--- config.mk ---
export PLATFORM = sky130hd
export DESIGN_NAME = port_stats_top
export DESIGN_NICKNAME = d
export VERILOG_FILES = /design/src/design/port_stats_pkg.sv /design/src/design/reg_access_fsm.sv /design/src/design/drop_event_counter.sv /design/src/design/port_stats_bank.sv /design/src/design/port_stats_top.sv
export VERILOG_INCLUDE_DIRS = /design/src /design/src/design
export SDC_FILE = /design/constraint.sdc
export NUM_CORES = 2
export LEC_CHECK = 0
export BUFFER_PORTS_ARGS = -buffer_cell sky130_fd_sc_hd__buf_2
export CORE_ASPECT_RATIO = 1.5
export CORE_MARGIN = 4
export CORE_UTILIZATION = 42
export CTS_CLUSTER_DIAMETER = 60
export DETAILED_ROUTE_END_ITERATION = 8
export PLACE_DENSITY = 0.65
export SYNTH_ARGS = -nofsm -noshare
export SYNTH_HDL_FRONTEND = slang
export SYNTH_SLANG_ARGS = --single-unit
--- constraint.sdc ---
create_clock -name core_clk_ifc -period 3.75 [get_ports core_clk_ifc]
set_input_delay 0.1875 -clock core_clk_ifc [delete_from_list [all_inputs] [get_ports core_clk_ifc]]
set_output_delay 0.1875 -clock core_clk_ifc [all_outputs]
set_load 0.01 [all_outputs]
--- src/design/port_stats_params.svh ---
/* Widths, port counts, bank-local word offsets and the version/ID of the port statistics block.
   Included by the package and by every RTL file that sizes a port or a register. */

`ifndef PORT_STATS_PARAMS_SVH
`define PORT_STATS_PARAMS_SVH

// Register bus
`define PS_DATA_W           32
`define PS_ADDR_W           8

// Ports per direction and snapshot layout
`define PS_NUM_ING_PORTS    4
`define PS_NUM_EGR_PORTS    4
`define PS_CNTRS_PER_PORT   4
`define PS_CNT_W            32

// Identification word, version in the high half
`define PS_MODULE_ID        16'd10
`define PS_MODULE_VERSION   16'h0100

// Word offsets inside one direction's bank
`define PS_BANK_IDX_W       6
`define PS_BIDX_ENABLE_CON  0
`define PS_BIDX_ENABLE_STAT 1
`define PS_BIDX_COUNTER_CON 2
`define PS_BIDX_SNAP_BASE   3

`endif

--- src/design/port_stats_pkg.sv ---
/* Types shared by the port statistics RTL and its testbench: opcodes, the register map,
   FSM states and the bus, bank and counter structs. */

`include "port_stats_params.svh"

package port_stats_pkg;

    typedef enum logic [1:0] {
        OP_NONE  = 2'd0,
        OP_READ  = 2'd1,
        OP_WRITE = 2'd2
    } bus_op_e;

    // Word addresses; enable, status and counter control words alternate ingress/egress
    typedef enum logic [`PS_ADDR_W-1:0] {
        REG_VERSION_ID      = `PS_ADDR_W'(0),
        REG_NUM_REGS        = `PS_ADDR_W'(1),
        REG_ING_ENABLE_CON  = `PS_ADDR_W'(2),
        REG_EGR_ENABLE_CON  = `PS_ADDR_W'(3),
        REG_ING_ENABLE_STAT = `PS_ADDR_W'(4),
        REG_EGR_ENABLE_STAT = `PS_ADDR_W'(5),
        REG_ING_COUNTER_CON = `PS_ADDR_W'(6),
        REG_EGR_COUNTER_CON = `PS_ADDR_W'(7),
        REG_ING_CNTRS_START = `PS_ADDR_W'(8),
        REG_EGR_CNTRS_START = `PS_ADDR_W'(8 + `PS_NUM_ING_PORTS * `PS_CNTRS_PER_PORT),
        REG_TOTAL           = `PS_ADDR_W'(8 + (`PS_NUM_ING_PORTS + `PS_NUM_EGR_PORTS)
                                              * `PS_CNTRS_PER_PORT)
    } reg_addr_e;

    typedef enum logic [1:0] {
        ST_IDLE,
        ST_ACCESS,
        ST_RESPOND
    } fsm_state_e;

    // Word order inside one port's snapshot
    typedef enum logic [1:0] {
        SNAP_PKT   = 2'd0,
        SNAP_BYTES = 2'd1,
        SNAP_ERR   = 2'd2,
        SNAP_DROP  = 2'd3
    } snap_field_e;

    typedef struct packed {
        bus_op_e                op;
        logic [`PS_ADDR_W-1:0]  addr;
        logic [`PS_DATA_W-1:0]  wdata;
    } bus_req_t;

    typedef struct packed {
        logic                   valid;
        logic                   error;
        logic [`PS_DATA_W-1:0]  rdata;
    } bus_rsp_t;

    typedef struct packed {
        logic [`PS_CNT_W-1:0]   pkt;
        logic [`PS_CNT_W-1:0]   bytes;
        logic [`PS_CNT_W-1:0]   err;
    } port_cnts_t;

    // One access from the FSM to a bank, index is the bank-local word
    typedef struct packed {
        logic                       wr;
        logic                       rd;
        logic [`PS_BANK_IDX_W-1:0]  index;
        logic [`PS_DATA_W-1:0]      wdata;
    } bank_req_t;

endpackage

--- src/design/reg_access_fsm.sv ---
/* Register bus front end: accepts one request at a time, decodes the word address into a
   constant or a bank access, and answers two cycles after the accept. */

`timescale 1ns/1ps

`include "port_stats_params.svh"

module reg_access_fsm (
    input  logic                        core_clk_ifc,
    input  logic                        peripheral_sresetn_core,
    input  port_stats_pkg::bus_req_t    req,
    input  logic [`PS_DATA_W-1:0]       ing_rdata,
    input  logic [`PS_DATA_W-1:0]       egr_rdata,
    output port_stats_pkg::bus_rsp_t    rsp,
    output logic                        busy,
    output port_stats_pkg::bank_req_t   ing_req,
    output port_stats_pkg::bank_req_t   egr_req
);

    port_stats_pkg::fsm_state_e state;

    logic                       accept;
    logic                       in_access;

    // Address decode of the incoming request
    logic                       dec_err;
    logic                       dec_ver;
    logic                       dec_num;
    logic                       dec_ing;
    logic                       dec_egr;
    logic [`PS_BANK_IDX_W-1:0]  dec_idx;

    // Request held for the access cycle
    logic                       rd_q;
    logic                       wr_q;
    logic                       err_q;
    logic                       ver_q;
    logic                       num_q;
    logic                       ing_q;
    logic                       egr_q;
    logic [`PS_BANK_IDX_W-1:0]  idx_q;
    logic [`PS_DATA_W-1:0]      wdata_q;
    logic [`PS_DATA_W-1:0]      rd_word;

    assign accept    = (state == port_stats_pkg::ST_IDLE) && (req.op != port_stats_pkg::OP_NONE);
    assign in_access = (state == port_stats_pkg::ST_ACCESS);
    assign busy      = (state != port_stats_pkg::ST_IDLE);

    always_comb begin
        dec_err = 1'b0;
        dec_ver = 1'b0;
        dec_num = 1'b0;
        dec_ing = 1'b0;
        dec_egr = 1'b0;
        dec_idx = '0;
        if (req.addr >= port_stats_pkg::REG_TOTAL) begin
            dec_err = 1'b1;
        end else if (req.addr >= port_stats_pkg::REG_EGR_CNTRS_START) begin
            dec_egr = 1'b1;
            dec_idx = `PS_BANK_IDX_W'(req.addr - port_stats_pkg::REG_EGR_CNTRS_START
                                      + `PS_BIDX_SNAP_BASE);
        end else if (req.addr >= port_stats_pkg::REG_ING_CNTRS_START) begin
            dec_ing = 1'b1;
            dec_idx = `PS_BANK_IDX_W'(req.addr - port_stats_pkg::REG_ING_CNTRS_START
                                      + `PS_BIDX_SNAP_BASE);
        end else if (req.addr >= port_stats_pkg::REG_ING_ENABLE_CON) begin
            // Even words go to ingress, odd words to egress
            dec_ing = ~req.addr[0];
            dec_egr = req.addr[0];
            dec_idx = `PS_BANK_IDX_W'((req.addr - port_stats_pkg::REG_ING_ENABLE_CON) >> 1);
        end else if (req.addr == port_stats_pkg::REG_NUM_REGS) begin
            dec_num = 1'b1;
        end else begin
            dec_ver = 1'b1;
        end
    end

    always_ff @(posedge core_clk_ifc) begin
        if (accept) begin
            rd_q    <= (req.op == port_stats_pkg::OP_READ);
            wr_q    <= (req.op == port_stats_pkg::OP_WRITE);
            err_q   <= dec_err;
            ver_q   <= dec_ver;
            num_q   <= dec_num;
            ing_q   <= dec_ing;
            egr_q   <= dec_egr;
            idx_q   <= dec_idx;
            wdata_q <= req.wdata;
        end
    end

    ///////////////////////////////////////////////////////////////////////
    // Access cycle
    ///////////////////////////////////////////////////////////////////////

    always_comb begin
        ing_req       = '0;
        egr_req       = '0;
        ing_req.wr    = in_access & wr_q & ing_q;
        ing_req.rd    = in_access & rd_q & ing_q;
        ing_req.index = idx_q;
        ing_req.wdata = wdata_q;
        egr_req.wr    = in_access & wr_q & egr_q;
        egr_req.rd    = in_access & rd_q & egr_q;
        egr_req.index = idx_q;
        egr_req.wdata = wdata_q;
    end

    // Nothing selected on an error, so the word stays zero
    always_comb begin
        rd_word = '0;
        if (ing_q) begin
            rd_word = ing_rdata;
        end else if (egr_q) begin
            rd_word = egr_rdata;
        end else if (ver_q) begin
            rd_word = {`PS_MODULE_VERSION, `PS_MODULE_ID};
        end else if (num_q) begin
            rd_word = `PS_DATA_W'(port_stats_pkg::REG_TOTAL);
        end
    end

    always_ff @(posedge core_clk_ifc) begin
        if (!peripheral_sresetn_core) begin
            state <= port_stats_pkg::ST_IDLE;
            rsp   <= '0;
        end else begin
            rsp <= '0;
            case (state)
                port_stats_pkg::ST_IDLE: begin
                    if (accept) begin
                        state <= port_stats_pkg::ST_ACCESS;
                    end
                end
                port_stats_pkg::ST_ACCESS: begin
                    state     <= port_stats_pkg::ST_RESPOND;
                    rsp.valid <= 1'b1;
                    rsp.error <= err_q;
                    rsp.rdata <= rd_q ? rd_word : '0;
                end
                default: begin
                    state <= port_stats_pkg::ST_IDLE;
                end
            endcase
        end
    end

endmodule

--- src/design/drop_event_counter.sv ---
/* Counts rising edges of each port's buffer-full drop level; a port's count restarts
   when the bank takes its snapshot. */

`timescale 1ns/1ps

`include "port_stats_params.svh"

module drop_event_counter #(
    parameter int NUM_PORTS = 4
) (
    input  logic                                    core_clk_ifc,
    input  logic                                    peripheral_sresetn_core,
    input  logic [NUM_PORTS-1:0]                    buf_full_drop,
    input  logic [NUM_PORTS-1:0]                    snap,
    output logic [NUM_PORTS-1:0][`PS_CNT_W-1:0]     drop_cnt
);

    logic [NUM_PORTS-1:0] drop_q;
    logic [NUM_PORTS-1:0] drop_rise;

    assign drop_rise = buf_full_drop & ~drop_q;

    always_ff @(posedge core_clk_ifc) begin
        if (!peripheral_sresetn_core) begin
            drop_q   <= '0;
            drop_cnt <= '0;
        end else begin
            drop_q <= buf_full_drop;
            for (int p = 0; p < NUM_PORTS; p++) begin
                if (snap[p]) begin
                    // Old count goes to the snapshot, an edge in the same cycle is kept
                    drop_cnt[p] <= drop_rise[p] ? `PS_CNT_W'(1) : '0;
                end else if (drop_rise[p]) begin
                    drop_cnt[p] <= drop_cnt[p] + 1'b1;
                end
            end
        end
    end

endmodule

--- src/design/port_stats_bank.sv ---
/* One direction's registers: port enables, enable status, counter control and the per-port
   snapshot words. Instantiated once for ingress and once for egress. */

`timescale 1ns/1ps

`include "port_stats_params.svh"

module port_stats_bank #(
    parameter int NUM_PORTS = 4
) (
    input  logic                                    core_clk_ifc,
    input  logic                                    peripheral_sresetn_core,
    input  port_stats_pkg::bank_req_t               bank_req,
    output logic [`PS_DATA_W-1:0]                   rdata,
    output logic [NUM_PORTS-1:0]                    port_enable,
    input  logic [NUM_PORTS-1:0]                    port_connected,
    input  port_stats_pkg::port_cnts_t [NUM_PORTS-1:0] cnts,
    input  logic [NUM_PORTS-1:0]                    buf_full_drop,
    output logic [NUM_PORTS-1:0]                    cnts_clear
);

    localparam int NUM_SNAP = NUM_PORTS * `PS_CNTRS_PER_PORT;
    localparam int FIELD_W  = $clog2(`PS_CNTRS_PER_PORT);
    localparam int PORT_W   = $clog2(NUM_PORTS);

    logic [NUM_PORTS-1:0]   enable_con;
    logic [NUM_PORTS-1:0]   counter_con;
    logic [NUM_PORTS-1:0]   counter_con_q;
    logic [NUM_PORTS-1:0]   snap;

    logic [NUM_PORTS-1:0][`PS_CNT_W-1:0]                        drop_cnt;
    logic [NUM_PORTS-1:0][`PS_CNTRS_PER_PORT-1:0][`PS_CNT_W-1:0] snap_words;

    // Read select inside the snapshot area
    logic [`PS_BANK_IDX_W-1:0]  snap_off;
    logic [PORT_W-1:0]          snap_port;
    logic [FIELD_W-1:0]         snap_field;

    assign port_enable = enable_con;

    ///////////////////////////////////////////////////////////////////////
    // Control registers
    ///////////////////////////////////////////////////////////////////////

    // Only the two control words take writes
    always_ff @(posedge core_clk_ifc) begin
        if (!peripheral_sresetn_core) begin
            enable_con  <= '1;
            counter_con <= '0;
        end else if (bank_req.wr) begin
            case (bank_req.index)
                `PS_BANK_IDX_W'(`PS_BIDX_ENABLE_CON): begin
                    enable_con <= bank_req.wdata[NUM_PORTS-1:0];
                end
                `PS_BANK_IDX_W'(`PS_BIDX_COUNTER_CON): begin
                    counter_con <= bank_req.wdata[NUM_PORTS-1:0];
                end
                default: begin
                end
            endcase
        end
    end

    ///////////////////////////////////////////////////////////////////////
    // Snapshot on a rising counter control bit
    ///////////////////////////////////////////////////////////////////////

    assign snap = counter_con & ~counter_con_q;

    drop_event_counter #(
        .NUM_PORTS  ( NUM_PORTS )
    ) drop_counter (
        .core_clk_ifc            ( core_clk_ifc            ),
        .peripheral_sresetn_core ( peripheral_sresetn_core ),
        .buf_full_drop           ( buf_full_drop           ),
        .snap                    ( snap                    ),
        .drop_cnt                ( drop_cnt                )
    );

    always_ff @(posedge core_clk_ifc) begin
        if (!peripheral_sresetn_core) begin
            counter_con_q <= '0;
            cnts_clear    <= '0;
            snap_words    <= '0;
        end else begin
            counter_con_q <= counter_con;
            // External counters restart the cycle after they are captured
            cnts_clear    <= snap;
            for (int p = 0; p < NUM_PORTS; p++) begin
                if (snap[p]) begin
                    snap_words[p][port_stats_pkg::SNAP_PKT]   <= cnts[p].pkt;
                    snap_words[p][port_stats_pkg::SNAP_BYTES] <= cnts[p].bytes;
                    snap_words[p][port_stats_pkg::SNAP_ERR]   <= cnts[p].err;
                    snap_words[p][port_stats_pkg::SNAP_DROP]  <= drop_cnt[p];
                end
            end
        end
    end

    ///////////////////////////////////////////////////////////////////////
    // Read-back
    ///////////////////////////////////////////////////////////////////////

    assign snap_off   = bank_req.index - `PS_BANK_IDX_W'(`PS_BIDX_SNAP_BASE);
    assign snap_port  = PORT_W'(snap_off >> FIELD_W);
    assign snap_field = FIELD_W'(snap_off);

    always_comb begin
        rdata = '0;
        if (bank_req.rd) begin
            if (bank_req.index == `PS_BANK_IDX_W'(`PS_BIDX_ENABLE_CON)) begin
                rdata = `PS_DATA_W'(enable_con);
            end else if (bank_req.index == `PS_BANK_IDX_W'(`PS_BIDX_ENABLE_STAT)) begin
                rdata = `PS_DATA_W'(port_connected);
            end else if (bank_req.index == `PS_BANK_IDX_W'(`PS_BIDX_COUNTER_CON)) begin
                rdata = `PS_DATA_W'(counter_con);
            end else if (snap_off < `PS_BANK_IDX_W'(NUM_SNAP)) begin
                rdata = snap_words[snap_port][snap_field];
            end
        end
    end

endmodule

--- src/design/port_stats_top.sv ---
/* Port statistics register block: the bus FSM in front of one ingress and one egress bank,
   all in the core clock domain. */

`timescale 1ns/1ps

`include "port_stats_params.svh"

module port_stats_top (
    input  logic                                            core_clk_ifc,
    input  logic                                            peripheral_sresetn_core,
    input  port_stats_pkg::bus_req_t                        req,
    output port_stats_pkg::bus_rsp_t                        rsp,
    output logic                                            busy,
    // Ingress ports
    output logic [`PS_NUM_ING_PORTS-1:0]                    ing_port_enable,
    input  logic [`PS_NUM_ING_PORTS-1:0]                    ing_port_connected,
    output logic [`PS_NUM_ING_PORTS-1:0]                    ing_cnts_clear,
    input  port_stats_pkg::port_cnts_t [`PS_NUM_ING_PORTS-1:0] ing_cnts,
    input  logic [`PS_NUM_ING_PORTS-1:0]                    ing_buf_full_drop,
    // Egress ports
    output logic [`PS_NUM_EGR_PORTS-1:0]                    egr_port_enable,
    input  logic [`PS_NUM_EGR_PORTS-1:0]                    egr_port_connected,
    output logic [`PS_NUM_EGR_PORTS-1:0]                    egr_cnts_clear,
    input  port_stats_pkg::port_cnts_t [`PS_NUM_EGR_PORTS-1:0] egr_cnts,
    input  logic [`PS_NUM_EGR_PORTS-1:0]                    egr_buf_full_drop
);

    port_stats_pkg::bank_req_t  ing_req;
    port_stats_pkg::bank_req_t  egr_req;
    logic [`PS_DATA_W-1:0]      ing_rdata;
    logic [`PS_DATA_W-1:0]      egr_rdata;

    reg_access_fsm access_fsm (
        .core_clk_ifc            ( core_clk_ifc            ),
        .peripheral_sresetn_core ( peripheral_sresetn_core ),
        .req                     ( req                     ),
        .ing_rdata               ( ing_rdata               ),
        .egr_rdata               ( egr_rdata               ),
        .rsp                     ( rsp                     ),
        .busy                    ( busy                    ),
        .ing_req                 ( ing_req                 ),
        .egr_req                 ( egr_req                 )
    );

    port_stats_bank #(
        .NUM_PORTS  ( `PS_NUM_ING_PORTS )
    ) ing_bank (
        .core_clk_ifc            ( core_clk_ifc            ),
        .peripheral_sresetn_core ( peripheral_sresetn_core ),
        .bank_req                ( ing_req                 ),
        .rdata                   ( ing_rdata               ),
        .port_enable             ( ing_port_enable         ),
        .port_connected          ( ing_port_connected      ),
        .cnts                    ( ing_cnts                ),
        .buf_full_drop           ( ing_buf_full_drop       ),
        .cnts_clear              ( ing_cnts_clear          )
    );

    port_stats_bank #(
        .NUM_PORTS  ( `PS_NUM_EGR_PORTS )
    ) egr_bank (
        .core_clk_ifc            ( core_clk_ifc            ),
        .peripheral_sresetn_core ( peripheral_sresetn_core ),
        .bank_req                ( egr_req                 ),
        .rdata                   ( egr_rdata               ),
        .port_enable             ( egr_port_enable         ),
        .port_connected          ( egr_port_connected      ),
        .cnts                    ( egr_cnts                ),
        .buf_full_drop           ( egr_buf_full_drop       ),
        .cnts_clear              ( egr_cnts_clear          )
    );

endmodule

==> reports/metrics.csv <==
metric,value,unit
outcome,completed,
synthesis.instances,4863,
cts_buffers,133,
finClkSkew,39.8,ps
wl_per_cell,30.0,µm
fin_hold_ws,108,ps
ys_seq_area_share,51.9,%
vias,50509,
cts_setup_buffers,0,
clock_path_buffers,3,
cap_violations,0,
io_buffers,850,
fin_cells,8300,
placed_cells,7204,
drv_slew,0,
period_needed,3730,ps
rows,159,
grt_use_met1,44.0,%
die_h,444,µm
setup_viol,0,
placed_cell_area,60200,µm²
cts_sinks,1373,
endpoint_kind,flip-flop,
grt_max_degree,130,
cp.arrival,4480,ps
syn_area,53300,µm²
crit_path_max_fanout,8,
max_slew.worst_pin.slew,1230,ps
synthTopCellsByArea,"dfxtp_1 (51%), a22o_1 (17%), mux4_2 (6.2%)",
setup_tns,0,ps
start_kind,flip-flop,
finalHoldViolCount,0,
async_flop_share,0,%
globalRouteTotalUtil,36.0,%
top_usage_layer,met2,
antenna_found_initial,51,
io_pins,879,
netlist.area_leader.share,50.9,%
gr-usage-met2,56.0,%
grt_pass1_vias,49781,
viasPerCell,6.09,
crit_required,4500,ps
grt_util_met3,6.71,%
area_growth,36.6,%
synth_cell_types,78,
synth_nets,5710,
dp_hpwl,177000,µm
overflow,0,
peakVddDrop,0.000536,V
coreArea,126000,µm²
grt_pass1_wl,353000,µm
drt-initial-drc-count,5312,
utilization,58.0,%
power-per-cell-area,454,nW/µm²
final.period_utilization,99.5,%
drt-total-wl,249000,µm
cts-root-buf,clkbuf_16,
syn_avg_cell_area,11.0,µm²
max_freq,268,MHz
synth-main-ff-cell,dfxtp_1,
min_path_type,in2reg,
rsz0062_at_grt,no,
drc_errors,0,
drive_above_1_share,22.3,%
power,33.1,mW
power_leakage,29.2,nW
ys_seq_elements,1373,
cts_tree,built,
dieArea,133000,µm²
critPathKind,reg2reg,
start_util,42.4,%
clk_latency,800,ps
die_w,299,µm
relSlewSlack,18.1,%
final_cell_area,72900,µm²
place_ws,-25.6,ps
drt-pass1-iter-count,8,
nets,7298,
worst_slack,20.6,ps
postRouteAntennaNets,0,
synth_warnings,0,
gp_congestion,0.959,
yosysTopAreaCell,dfxtp_1,
htree_levels,4,
clk_pin_slew,70,ps
synth_edf_count,17,
## path summary, 6_finish.rpt
check,start,end,slack (ps),cells past startpoint
max,access_fsm.idx_q[0],access_fsm.rsp[26],20,9
min,ing_port_connected[0],access_fsm.rsp[0],110,4
max reg2reg,access_fsm.idx_q[0],access_fsm.rsp[26],20,9
min reg2reg,ing_bank.drop_counter.drop_cnt[31],ing_bank.snap_words[127],460,1
## state kept, by name (all words and copies together) (netlist names), 2 cells and up
name / flops
ing_bank.port_enable: 4
egr_bank.counter_con: 4
ing_bank.drop_counter.drop_q: 4
access_fsm.rsp: 34
egr_bank.cnts_clear: 4
ing_bank.counter_con: 4
ing_bank.snap_words: 512
access_fsm.state: 2
egr_bank.drop_counter.drop_cnt: 128
access_fsm.wdata_q: 4
access_fsm.idx_q: 6
ing_bank.counter_con_q: 4
egr_bank.drop_counter.drop_q: 4
egr_bank.counter_con_q: 4
ing_bank.drop_counter.drop_cnt: 128
egr_bank.snap_words: 512
egr_bank.port_enable: 4
ing_bank.cnts_clear: 4
## cell usage in the layout, fill, tap and decap left out, types with 17 or more instances in the layout
master,count
and4_1,35
nor2b_1,24
ha_1,18
clkbuf_8,33
mux4_2,148
o221ai_1,38
buf_2,850
or3_1,38
edfxtp_1,17
mux2i_1,105
o21ai_0,54
diode_2,56
inv_1,21
clkbuf_16,136
dlygate4sd3_1,802
nand3_1,172
nand2_1,323
and2_1,41
a31oi_1,23
xnor2_1,66
clkinv_2,20
nor2_1,295
o22ai_1,59
and3_1,49
a22o_1,1025
buf_4,152
dfxtp_1,1356
clkbuf_1,21
nor3_1,27
a22oi_1,47
a21oi_1,70
nand4_1,62
a221oi_1,33
xor2_1,164
buf_12,37
## routing by layer
metal	vias up	wire length, µm
li1	21668	-
met1	24848	92900
met2	3212	111000
met3	781	21900
met4	0	23500
met5	-	0
## power by group
group / switching [mW] / total (mW) / leakage [nW] / internal (mW)
Sequential: 0.0584 / 14.7 / 11.1 / 14.7
Combinational: 2.49 / 4.26 / 15.9 / 1.77
Clock: 6.25 / 14.1 / 2.23 / 7.88
## cell type report
type,count,area (µm²)
fill,10361,52900
sequential,1373,27700
multi-input combinational,3080,24200
inverter,22,82.6
timing repair buffer,1841,14200
antenna,56,140
clock inverter,48,592
tap,1690,2110
clock buffer,190,3940
## repair_timing
item | 4_1_cts | 5_1_grt
setup endpoints to repair | 1 | 0
resized for setup | 1 | 0
endpoints found under the hold margin | 837 | 0
hold buffers | 802 | 0
## cell usage after synthesis (60+ instances only)
| library cell | n |
|---|---|
| nand4_1 | 62 |
| nand3_1 | 172 |
| buf_2 | 61 |
| mux4_2 | 148 |
| a22o_1 | 1025 |
| clkbuf_1 | 286 |
| nand2_1 | 323 |
| o22ai_1 | 60 |
| xor2_1 | 164 |
| a21oi_1 | 71 |
| xnor2_1 | 70 |
| dfxtp_1 | 1356 |
| mux2i_1 | 105 |
| nor2_1 | 296 |
## cells by family after synthesis
kind of cell	share of synthesized area (%)
mux	8.35
fa+ha+maj	0.446
simple gates	10.3
flops	51.9
compound gates	22.0
buf+inv	3.13
xor+xnor	3.92
## critical path: stages, from the launching register on
cell,delay [ps]
edfxtp_1,440
inv_1,130
ha_2,230
or2_1,250
and2_1,170
or3_1,530
or2_1,480
or3_1,650
a21oi_1,600
a211o_1,170
No activity file was read; power rests on OpenSTA's default activity.
